===== src/sprite_params.svh =====
// Sizes, memory bases and scan timing of the sprite renderer, included by packages, RTL and testbench
`ifndef SPRITE_PARAMS_SVH
`define SPRITE_PARAMS_SVH

// Number of descriptor slots in the object table
`define SPR_OBJ_COUNT 32

// Wishbone word addresses of the object table and the graphics region
`define SPR_OBJ_BASE 24'h000000
`define SPR_GFX_BASE 24'h100000

// Visible pixels per line, sets the x range of the line buffer banks
`define SPR_LINE_W 320

// Scan position loaded on each line start
`define SPR_SCAN_START 0

`endif


===== src/sprite_pix_pkg.sv =====
// Pixel types, imported by the line buffer banks, the scan merge stage and the checker
`include "sprite_params.svh"

package sprite_pix_pkg;

    // Position within the visible line
    typedef logic [$clog2(`SPR_LINE_W)-1:0] pix_x_t;

    // Stored line buffer pixel, an index of 0 marks the entry as empty
    typedef struct packed {
        logic [6:0] palette;
        logic [3:0] index;
    } pix_entry_t;

    // Colour presented on the pixel output
    typedef logic [10:0] pix_color_t;

endpackage


===== src/scan_merge.sv =====
// Scan-out stage that steps the line position, picks the read bank, mirrors and fills background
`timescale 1ns/1ns
`include "sprite_params.svh"

module scan_merge
    import sprite_pix_pkg::*;
(
    input  logic       clk,
    input  logic       reset,
    input  logic       pix_ce,
    input  logic       line_start,
    input  logic       screen_flip,
    input  pix_color_t bg_color,
    output logic       rd_en,
    output pix_x_t     rd_x,
    input  pix_entry_t rd_pix_0,
    input  pix_entry_t rd_pix_1,
    output pix_color_t pix_color,
    output logic       pix_valid
);

    pix_x_t     scan_x;
    logic       rd_bank;
    logic       sel_q;
    logic       rd_en_q;
    pix_entry_t pix_sel;

    // The scan stops once the position reaches the end of the visible line
    assign rd_en = pix_ce && !line_start && (scan_x < pix_x_t'(`SPR_LINE_W));
    assign rd_x = screen_flip ? pix_x_t'(`SPR_LINE_W - 1) - scan_x : scan_x;
    assign pix_sel = sel_q ? rd_pix_1 : rd_pix_0;

    always_ff @(posedge clk) begin
        if (reset) begin
            // Parked past the line end so no read happens before the first line start
            scan_x <= pix_x_t'(`SPR_LINE_W);
            rd_bank <= 1'b1;
            rd_en_q <= 1'b0;
            pix_valid <= 1'b0;
        end else begin
            rd_en_q <= rd_en;
            pix_valid <= rd_en_q;
            if (line_start) begin
                scan_x <= pix_x_t'(`SPR_SCAN_START);
                rd_bank <= ~rd_bank;
            end else if (rd_en) begin
                scan_x <= scan_x + 1'b1;
            end
        end
    end

    // Bank choice travels with the read so a line start cannot split a pixel
    always_ff @(posedge clk) begin
        if (rd_en) begin
            sel_q <= rd_bank;
        end
        if (rd_en_q) begin
            pix_color <= (pix_sel.index == 4'd0) ? bg_color : pix_color_t'(pix_sel);
        end
    end

endmodule


===== config.mk =====
export PLATFORM = sky130hd
export DESIGN_NAME = scan_merge
export DESIGN_NICKNAME = d
export VERILOG_FILES = /design/src/sprite_pix_pkg.sv /design/src/scan_merge.sv
export VERILOG_INCLUDE_DIRS = /design/src
export SDC_FILE = /design/constraint.sdc
export NUM_CORES = 1
export LEC_CHECK = 0
export BUFFER_PORTS_ARGS = -buffer_cell sky130_fd_sc_hd__buf_2
export CORE_ASPECT_RATIO = 2
export CORE_UTILIZATION = 52
export CTS_BUF_LIST = sky130_fd_sc_hd__clkbuf_4
export CTS_CLUSTER_SIZE = 12
export DETAILED_ROUTE_END_ITERATION = 7
export PLACE_DENSITY = 0.87
export SLEW_MARGIN = 20
export SYNTH_ARGS = -nofsm -noshare
export SYNTH_HDL_FRONTEND = slang
export SYNTH_SLANG_ARGS = --single-unit

===== constraint.sdc =====
create_clock -name clk -period 2.1 [get_ports clk]
set_input_delay 0.21 -clock clk [delete_from_list [all_inputs] [get_ports clk]]
set_output_delay 0.21 -clock clk [all_outputs]
set_load 0.02 [all_outputs]

==> impl_metrics.env <==
export IMPL_portBuffers=59
export IMPL_vias=1229
export IMPL_nFillCells=197
export IMPL_dr_wl_met2_um=1827
export IMPL_place_inst=210
export IMPL_cp_slowest_cell="dfxtp_1"
export IMPL_ant_nets=0
export IMPL_drive_gt1_share_pct=37.43
export IMPL_fin_tns_setup_ps=0
export IMPL_async_reset_ff_share_pct=0
export IMPL_dp_slack_ps=444.6
export IMPL_cp_arrival_ps=1560
export IMPL_synth_avg_cell_area_um2=10.47
export IMPL_place_congestion=0.7209
export IMPL_end_kind="primary output"
export IMPL_grt_overflow=0
export IMPL_finalSetupViolations=0
export IMPL_crit_required_ps=1890
export IMPL_post_route_util_pct=70.29
export IMPL_grt_use_total_pct=23.58
export IMPL_cts_htree_levels=1
export IMPL_grt_pass1_vias=1168
export IMPL_wl_met3_um=183
export IMPL_timing_final_crit_period_ps=1766
export IMPL_seqPwrFrac_pct=58.8
export IMPL_skew_ps=6.787
export IMPL_cts_sinks=24
export IMPL_rows=25
export IMPL_maxCapViolCount=0
export IMPL_dieArea_um2=2839
export IMPL_final_common_cell="buf_2"
export IMPL_synth_area_um2=1361
export IMPL_grt_pass1_wl_um=4795
export IMPL_grt_max_degree=16
export IMPL_start_util_pct=56.52
export IMPL_synth_warnings=0
export IMPL_setup_ws_ps=333.7
export IMPL_power_internal_mw=0.6493
export IMPL_antenna_found_initial=0
export IMPL_switching_share_pct=26.78
export IMPL_wl_um=3151
export IMPL_synth_nets=171
export IMPL_hold_violations=0
export IMPL_slew_headroom_pct=60.09
export IMPL_yosysSeqAreaShare_pct=44.12
export IMPL_period_share_pct=84.11
export IMPL_cp_num_buf_inv=1
export IMPL_fin_hold_ws_ps=143.8
export IMPL_layout_nets=229
export IMPL_first_iter_violations=19
export IMPL_crit_fanout=15
export IMPL_clockRootBuffer="clkbuf_4"
export IMPL_io_pins=60
export IMPL_netlist_instances=130
export IMPL_core_area_um2=2409
export IMPL_highest_layer="met4"
export IMPL_crit_family="flip-flops"
export IMPL_post_cts_repair_setup_buffers=0
export IMPL_p_clk_share_pct=23.0
export IMPL_worst_pin_slew_ps=598.6
export IMPL_irDropWorstVdd_mv=0.3320
export IMPL_num_antenna_cells=0
export IMPL_clock_path_buffers=2
export IMPL_final_cell_mix="59 x buf_2, 23 x mux2i_1, 12 x a21oi_1, 12 x edfxtp_1, 12 x dfxtp_1"
export IMPL_power_frac_comb_pct=18.2
export IMPL_synth_main_ff_cell="edfxtp_1"
export IMPL_critical_path_max_stage_delay_ps=490
export IMPL_switching_power_mw=0.2375
export IMPL_yosysUniqueCellTypes=33
export IMPL_post_drt_wl_per_cell_um=14.72
export IMPL_worstSetupStartpointType="register"
export IMPL_hpwlAfterDp_um=2564
export IMPL_status="complete, no violations"
export IMPL_rsz0062_at_grt="no"
export IMPL_cts_hold_buffers=0
export IMPL_insertion_delay_ps=310
export IMPL_die_h_um=74.36
export IMPL_dieWidth_um=38.18
export IMPL_regArea_um2=600.6
export IMPL_multi_input_area_um2=710.7
export IMPL_drt_met1_wl_um=1108
export IMPL_clk_pin_slew_ps=120
export IMPL_hold_path_class="in -> reg"
export IMPL_p_leak_nw=0.7001
export IMPL_worstPathCellList="o21a_1, nor2_1, buf_2"
export IMPL_final_instance_count_excl_fill=214
export IMPL_synth_edf_count=12
export IMPL_critical_path_class="reg -> out"
export IMPL_numCtsBuffers=3
export IMPL_maxSlewViolCount=0
export IMPL_drt_first_pass_iters=4
export IMPL_routed_via_density=5.743
export IMPL_cts_resized=0
export IMPL_fmax_mhz=566.2
export IMPL_cts_tree="built"
export IMPL_ys_ff_latch=24
export IMPL_route_detailed_drc=0
export IMPL_power_density_nw_per_um2=523.9
export IMPL_area_growth_pct=24.36
worst reg2reg max path, stage by stage (launching register included):
cell and delay [ps]:
dfxtp_1 400, o21a_1 360, or4_1 580, a21oi_1 160
logic make-up (layout without fill, tap and decap cells):
family                   Yosys count  count (layout)  synth area share, %
AO/OA/AOI/OAI                     27              27                12.59
XOR/XNOR                           8               8                5.147
adder cells (fa/ha/maj)            3               3                2.758
buffers and inverters             11              68                4.596
flip-flops                        24              24                44.12
multiplexers                      23              23                16.91
AND/OR/NAND/NOR                   34              34                13.88
synth_stat cells, drive strengths merged (2+ instances only):
| master | count | area (µm²) |
|---|---|---|
| nor2 | 3 | 11.26 |
| clkbuf | 2 | 7.510 |
| nand3 | 2 | 10.01 |
| o21a | 3 | 22.52 |
| edfxtp | 12 | 360.4 |
| or2 | 2 | 12.51 |
| inv | 3 | 11.26 |
| o21ai | 3 | 15.01 |
| nand4 | 2 | 12.51 |
| ha | 3 | 37.54 |
| nand2 | 8 | 30.03 |
| xnor2 | 2 | 17.52 |
| a21oi | 12 | 60.06 |
| mux2i | 23 | 230.2 |
| a211oi | 4 | 30.03 |
| o31ai | 2 | 15.01 |
| or4 | 2 | 15.01 |
| buf | 6 | 43.79 |
| nor4 | 5 | 31.28 |
| dfxtp | 12 | 240.2 |
| or3 | 4 | 27.52 |
| nand2b | 2 | 12.51 |
| xor2 | 6 | 52.55 |
worst paths after layout:
| kind | startpoint | to | slack [ps] | depth (start not counted) |
|---|---|---|---|---|
| setup / recovery | scan_x[6] | rd_en | 330 | 3 |
| hold / removal | reset | pix_valid | 140 | 2 |
| setup reg to reg | scan_x[6] | scan_x[4] | 550 | 3 |
| hold reg to reg | rd_bank | sel_q | 480 | 0 |
metal layers:
metal  vias up  global-route usage, %
met5         -                      0
met4         0                  9.921
met3         4                  3.284
met2        55                  46.14
met1       566                  22.40
li1        604                      -
sequential cells by signal, indices dropped and copies added, names as in the netlist:
name,cells
sel_q,1
rd_bank,1
scan_x,9
rd_en_q,1
pix_color,11
pix_valid,1
per-stage QoR:
step | area, µm² | total power, mW
floorplan | 1361 | 0.6238
global placement | 1667 | 0.6858
detailed placement | 1667 | 0.6942
CTS | 1693 | 0.8855
global route | 1693 | 0.9224
finish | 1693 | 0.8869
power groups by stage:
stage / combinational, mW / sequential, mW / clock, mW
floorplan: 0.0911 / 0.533 / 0
global route: 0.176 / 0.524 / 0.223
detailed placement: 0.162 / 0.532 / 0
finish: 0.162 / 0.521 / 0.204
CTS: 0.164 / 0.521 / 0.201
global placement: 0.155 / 0.531 / 0
cell type report:
| class | instances | share of cell area, % |
|---|---|---|
| Clock inverter | 1 | 0.2217 |
| Multi-Input combinational cell | 95 | 41.98 |
| Inverter | 3 | 0.6652 |
| Timing Repair Buffer | 61 | 18.33 |
| Tap cell | 27 | 1.996 |
| Clock buffer | 3 | 1.330 |
| Sequential cell | 24 | 35.48 |
(Power assumes the default switching activity.)
