**config.mk**
```make
export PLATFORM = sky130hd
export DESIGN_NAME = sprite_fetch
export DESIGN_NICKNAME = d
export VERILOG_FILES = /design/src/sprite_obj_pkg.sv /design/src/sprite_fetch.sv
export VERILOG_INCLUDE_DIRS = /design/src
export SDC_FILE = /design/constraint.sdc
export NUM_CORES = 1
export LEC_CHECK = 0
export ABC_AREA = 0
export BUFFER_PORTS_ARGS = -buffer_cell sky130_fd_sc_hd__buf_4
export CAP_MARGIN = 20
export CELL_PAD_IN_SITES_DETAIL_PLACEMENT = 0
export CELL_PAD_IN_SITES_GLOBAL_PLACEMENT = 1
export CORE_MARGIN = 1.5
export CORE_UTILIZATION = 34
export DETAILED_ROUTE_END_ITERATION = 8
export GPL_TIMING_DRIVEN = 0
export PLACE_DENSITY = 0.64
export SETUP_SLACK_MARGIN = 0.1
export SLEW_MARGIN = 20
export SYNTH_ARGS = -nofsm -noshare
export SYNTH_HDL_FRONTEND = slang
export SYNTH_SLANG_ARGS = --single-unit
```
**constraint.sdc**
```tcl
create_clock -name clk -period 15.7 [get_ports clk]
set_clock_uncertainty 0.1 [all_clocks]
set_input_delay 3.14 -clock clk [delete_from_list [all_inputs] [get_ports clk]]
set_output_delay 3.14 -clock clk [all_outputs]
set_load 0.01 [all_outputs]
```
**src/sprite_params.svh**
```systemverilog
// Sizes, memory bases and scan timing of the sprite renderer, included by packages, RTL and testbench
`ifndef SPRITE_PARAMS_SVH
`define SPRITE_PARAMS_SVH

// Number of descriptor slots in the object table
`define SPR_OBJ_COUNT 32

// Wishbone word addresses of the object table and the graphics region
`define SPR_OBJ_BASE 24'h000000
`define SPR_GFX_BASE 24'h100000

// Visible pixels per line, sets the x range of the line buffer banks
`define SPR_LINE_W 320

// Scan position loaded on each line start
`define SPR_SCAN_START 0

`endif

```
**src/sprite_obj_pkg.sv**
```systemverilog
// Object table types, imported by the fetch engine and the checker to decode 64-bit descriptors
`include "sprite_params.svh"

package sprite_obj_pkg;

    // Size code, height is 16 << h pixels and width is 1 << w spans
    typedef logic [1:0] obj_size_t;

    typedef struct packed {
        logic y;
        logic x;
    } obj_flip_t;

    // Index of a descriptor slot in the table
    typedef logic [$clog2(`SPR_OBJ_COUNT)-1:0] obj_idx_t;

    // ==============================
    // Descriptor layout, bit 0 is org_y[0]
    // ==============================
    typedef struct packed {
        logic [5:0]  rsvd_hi;
        logic [9:0]  org_x;
        logic [5:0]  rsvd_mid;
        obj_flip_t   flip;
        // Set on the last descriptor, which stops the walk and is not drawn
        logic        end_flag;
        logic [6:0]  palette;
        logic [15:0] code;
        logic [2:0]  rsvd_lo;
        obj_size_t   w;
        obj_size_t   h;
        logic [8:0]  org_y;
    } obj_desc_t;

endpackage

```
**src/sprite_fetch.sv**
```systemverilog
// Per-line object walker that reads descriptors and graphics over Wishbone and emits row writes
`timescale 1ns/1ns
`include "sprite_params.svh"

module sprite_fetch
    import sprite_obj_pkg::*;
(
    input  logic        clk,
    input  logic        reset,
    input  logic        line_start,
    input  logic [8:0]  line_num,
    output logic        wb_cyc,
    output logic        wb_stb,
    output logic [23:0] wb_adr,
    input  logic [63:0] wb_dat_i,
    input  logic        wb_ack,
    output logic        wr_en,
    output logic        wr_bank,
    output logic [9:0]  wr_x,
    output logic [63:0] wr_row,
    output logic [6:0]  wr_palette,
    output logic        wr_flip_x
);

    typedef enum logic [2:0] {
        S_IDLE,
        S_START,
        S_DESC,
        S_EVAL,
        S_ROW,
        S_WRITE
    } state_t;

    state_t     state;
    obj_idx_t   slot;
    logic [3:0] span;
    logic       abandon;
    logic [8:0] line_next;
    logic [8:0] line_q;
    obj_desc_t  desc;

    logic [8:0]  height;
    logic [3:0]  width;
    logic [8:0]  rel_y;
    logic [8:0]  src_y;
    logic        visible;
    logic [3:0]  col;
    logic [15:0] code_sum;
    logic        bus_busy;
    logic        last_span;
    logic        last_slot;

    // ==============================
    // Visibility and address decode
    // ==============================
    assign height = 9'd16 << desc.h;
    assign width = 4'd1 << desc.w;
    // Wraps modulo 512, so lines above the object come out at or above the height
    assign rel_y = line_q + desc.org_y + height;
    assign visible = rel_y < height;
    assign src_y = desc.flip.y ? height - 9'd1 - rel_y : rel_y;
    assign col = desc.flip.x ? width - 4'd1 - span : span;
    // Each 16-row block of a column steps one code, columns are 8 codes apart
    assign code_sum = desc.code + {11'd0, src_y[8:4]} + {9'd0, col, 3'd0};

    // The bus cycle lasts exactly as long as a read state
    assign bus_busy = (state == S_DESC) || (state == S_ROW);
    assign wb_cyc = bus_busy;
    assign wb_stb = bus_busy;
    assign wb_adr = (state == S_ROW) ? `SPR_GFX_BASE + {4'd0, code_sum, src_y[3:0]}
                                     : `SPR_OBJ_BASE + 24'(slot);

    assign wr_en = (state == S_WRITE);
    assign last_span = (span == width - 4'd1);
    assign last_slot = (slot == obj_idx_t'(`SPR_OBJ_COUNT - 1));

    // ==============================
    // Walk control
    // ==============================
    always_ff @(posedge clk) begin
        if (reset) begin
            state <= S_IDLE;
            slot <= '0;
            span <= '0;
            abandon <= 1'b0;
            wr_bank <= 1'b0;
            line_next <= '0;
            line_q <= '0;
        end else if (line_start) begin
            line_next <= line_num;
            wr_bank <= ~wr_bank;
            // A pending read must run to its ack before the walk restarts
            if (bus_busy && !wb_ack) begin
                abandon <= 1'b1;
            end else begin
                abandon <= 1'b0;
                state <= S_START;
            end
        end else begin
            case (state)
                S_START: begin
                    line_q <= line_next;
                    slot <= '0;
                    span <= '0;
                    state <= S_DESC;
                end
                S_DESC: begin
                    if (wb_ack) begin
                        abandon <= 1'b0;
                        state <= abandon ? S_START : S_EVAL;
                    end
                end
                S_EVAL: begin
                    if (desc.end_flag) begin
                        state <= S_IDLE;
                    end else if (visible) begin
                        span <= '0;
                        state <= S_ROW;
                    end else if (last_slot) begin
                        state <= S_IDLE;
                    end else begin
                        slot <= slot + 1'b1;
                        state <= S_DESC;
                    end
                end
                S_ROW: begin
                    if (wb_ack) begin
                        abandon <= 1'b0;
                        state <= abandon ? S_START : S_WRITE;
                    end
                end
                S_WRITE: begin
                    if (!last_span) begin
                        span <= span + 4'd1;
                        state <= S_ROW;
                    end else if (last_slot) begin
                        state <= S_IDLE;
                    end else begin
                        slot <= slot + 1'b1;
                        state <= S_DESC;
                    end
                end
                default: state <= S_IDLE;
            endcase
        end
    end

    // Descriptor and row data captured on the ack of their read
    always_ff @(posedge clk) begin
        if (state == S_DESC && wb_ack) begin
            desc <= wb_dat_i;
        end
        if (state == S_ROW && wb_ack) begin
            wr_row <= wb_dat_i;
            wr_x <= desc.org_x + {2'd0, span, 4'd0};
            wr_palette <= desc.palette;
            wr_flip_x <= desc.flip.x;
        end
    end

endmodule

```
==> flow_summary.toml <==
[outcome]
status = "completed"

[timing]
max_freq_ghz = 0.107
setup_viol_count_final = 0
rsz0062_at_grt = "false"
slew_viol_final = 0
post-route-min-period_ns = 9.31
worst_pin_slew_ns = 0.807
setup_ws_ns = 6.39
tns_ns = 0
fin_crit_sh_pct = 59.3
hold_viol_final = 0
max-slew-margin-rel_pct = 45.9

[power]
power.density_nw_per_um2 = 97.4
ir_drop_v = 0.0000654
power.leakage_uw = 0.00385

[clocking]
numCtsBuffers = 17
cts.sinks = 163
clock_tree.root_cell = "clkbuf_16"
cts_tree = "yes"
clkTransAtPathRegs_ns = 0.07
postCtsSetupRepairBufs = 0
clk_latency_ns = 0.42
h-tree-depth = 4
clockBufferDepth = 2
holdBufCountCts = 0
cts_resized = 0

[setup_path]
r2r-start = "desc[1]$_DFFE_PP_"
critPathLaunch = "desc[10]$_DFFE_PP_"
cp_max_fo = 6
required_ns = 12.46
r2r_slack_ns = 11.59
r2r_end = "slot[3]$_SDFFE_PP0P_"
critPathMaxStageDelay_ns = 0.55
start_kind = "flop"
worst_path_max_delay_cell = "fa_1"
crit_path_end_kind = "primary output"
path_class = "reg -> out"
critPathArrivalTime_ns = 6.07
crit_path_end = "wb_adr[15]"
rr_worst_depth = 15
crit_chain = "nand2b_1 > inv_1 > fa_1 > ha_1 > nand2_1 > o31ai_2 > xnor2_1 > inv_1 > ha_1 > a21oi_1 > xnor2_1 > a21oi_1 > fa_1 > inv_1 > ha_1 > nor2b_1 > o21ai_0 > a21oi_1 > o21ai_0 > nand2b_1 > xor2_1 > nor2_1 > buf_4"

[logic_synthesis]
netlist_instances = 529
synthFlopType = "edfxtp_1"
syn_area_per_cell_um2 = 13.4
yosys_warnings = 0
synth.area.top_cells = "edfxtp_1 (56%), dfxtp_1 (9.1%), ha_1 (7.1%), fa_1 (2.8%), xnor2_1 (2.7%)"
ys_seq_area_share_pct = 64.7
synth_seq_cells = 163
yosysMostFrequentCell = "edfxtp_1"
synth_cell_types = 51
ys_top_cells_by_count = "edfxtp_1 (131), nor2_1 (44), ha_1 (40), nand2_1 (37), dfxtp_1 (32)"
async_flop_share_pct = 0
synthDominantCellAreaShare_pct = 55.6
synth_area_um2 = 7070
synth-edff-count = 131
synth_largest_area_cell = "edfxtp_1"

[die]
die_area_um2 = 21700
start_util_pct = 34.8
io_pins = 187
core-area_um2 = 20300
dieWidth_um = 147
std_cell_rows = 52
die_y_um = 147

[final_layout]
nets = 868
finalNonFillerCells = 1024
drive_gt1_share_pct = 31.7
area.sequential_um2 = 4570
diodes = 0
multiInputGateArea_um2 = 2330
area_growth_pct = 34.9
fillerInstances = 1868

[global_route]
grt_max_degree = 26
grt_overflow_total = 0
grt_use_met2_pct = 24.6
grt_pass1_wl_um = 25100
grt_use_met1_pct = 18.9
grt_util_met3_pct = 5.06
grt_pass1_vias = 4903
grt_util_all_layers_pct = 15.0
antenna_found_initial = 0
grt.busiest_layer = "met2"

[route]
vias_per_cell = 4.65
drt_iter0_drc = 215
routed_wl_um = 15700
ant_nets = 0
drc_errors = 0
routedWlPerCell_um = 15.3
vias = 4761
drtPass1Iterations = 4

[run]
drv_cap = 0

[placed_design]
gp_congestion = 0.759
place_ws_ns = 6.76
post-dp-hpwl_um = 12100
io_buffers = 182
dpl.cell_count = 992

[hold_path]
min_path_type = "reg -> reg"
[routing by layer]
| metal | wire (µm) | share of wire, % |
|---|---|---|
| met4 | 191 | 1.2 |
| met2 | 7660 | 49 |
| met5 | 0 | 0 |
| met3 | 889 | 5.7 |
| met1 | 6930 | 44 |
[how the worst min path moves through the flow]
stage                                         end               start  cells past startpoint  slack (ns)
after CTS                 wr_palette[0]$_DFFE_PP_  desc[32]$_DFFE_PP_                      0        0.32
after floorplan           wr_palette[0]$_DFFE_PP_  desc[32]$_DFFE_PP_                      0        0.30
after detailed placement        wr_x[1]$_DFFE_PP_  desc[49]$_DFFE_PP_                      0        0.31
after global placement    wr_palette[6]$_DFFE_PP_  desc[38]$_DFFE_PP_                      0        0.30
final                     wr_palette[0]$_DFFE_PP_  desc[32]$_DFFE_PP_                      0        0.32
after global routing            wr_x[1]$_DFFE_PP_  desc[49]$_DFFE_PP_                      0        0.33
[sequential cells by signal (all words and copies together) (netlist names), 3 cells and up]
| name | cells |
|---|---|
| span | 4 |
| wr_palette | 7 |
| slot | 5 |
| line_q | 9 |
| desc | 49 |
| line_next | 9 |
| wr_row | 64 |
| wr_x | 10 |
| state | 3 |
[power breakdown]
part / total (µW) / internal, µW / switching, µW
Combinational: 44.6 / 23.2 / 21.4
Sequential: 470 / 468 / 1.85
Clock: 415 / 216 / 198
[logic make-up after synthesis]
kind of cell	count (synthesis)	share of synthesized area (%)
simple gates	139	9.57
flops	163	64.7
xor+xnor	34	4.21
fa+ha+maj	50	9.91
buf+inv	48	2.76
compound gates	83	7.24
other cells	1	0.0530
mux	11	1.56
[critical path: cells and delay by family, from the launching register on]
family | cells | cell delay (ns)
flops | 1 | 0.49
buf+inv | 4 | 0.43
fa+ha+maj | 5 | 1.97
xor+xnor | 3 | 0.54
compound gates | 6 | 1.49
simple gates | 5 | 0.71
[placed cells by master (no fill, tap or decap), types with 3 or more instances in the layout]
cell,Yosys,layout
a21o_1,4,4
a21oi_1,30,30
and3_1,4,4
buf_1,3,3
buf_4,4,191
clkbuf_1,10,10
clkbuf_16,0,17
clkinv_8,0,7
conb_1,1,3
dfxtp_1,32,32
edfxtp_1,131,131
fa_1,10,10
ha_1,40,40
inv_1,30,30
inv_8,0,3
mux2i_1,11,11
nand2_1,37,37
nand2b_1,10,10
nand3_1,6,6
nand3b_1,4,4
nor2_1,44,43
nor2b_1,8,8
nor3_1,7,5
nor3b_1,3,3
o21ai_0,29,29
or3_1,7,7
xnor2_1,22,22
xor2_1,12,12
[metrics by stage]
step	cell area, µm²	util (%)	hold WS (ns)	power, µW
finish	9540	47.0	0.322	929
floorplan	7080	-	0.300	500
global placement	8780	43.3	0.301	523
detailed placement	8920	44.0	0.306	525
global route	9540	47.0	0.331	964
CTS	9540	47.0	0.324	943
[final cells by class]
class | instances | area share (%)
multi-input cells | 320 | 24.4
clock buffers | 17 | 4.46
well taps | 270 | 3.54
inverters | 31 | 1.22
clock inverters | 15 | 1.99
plain buffers | 17 | 0.826
repair buffers | 191 | 15.6
flip-flops and latches | 163 | 48.0
Note: power is estimated with default switching activity, not from simulation.
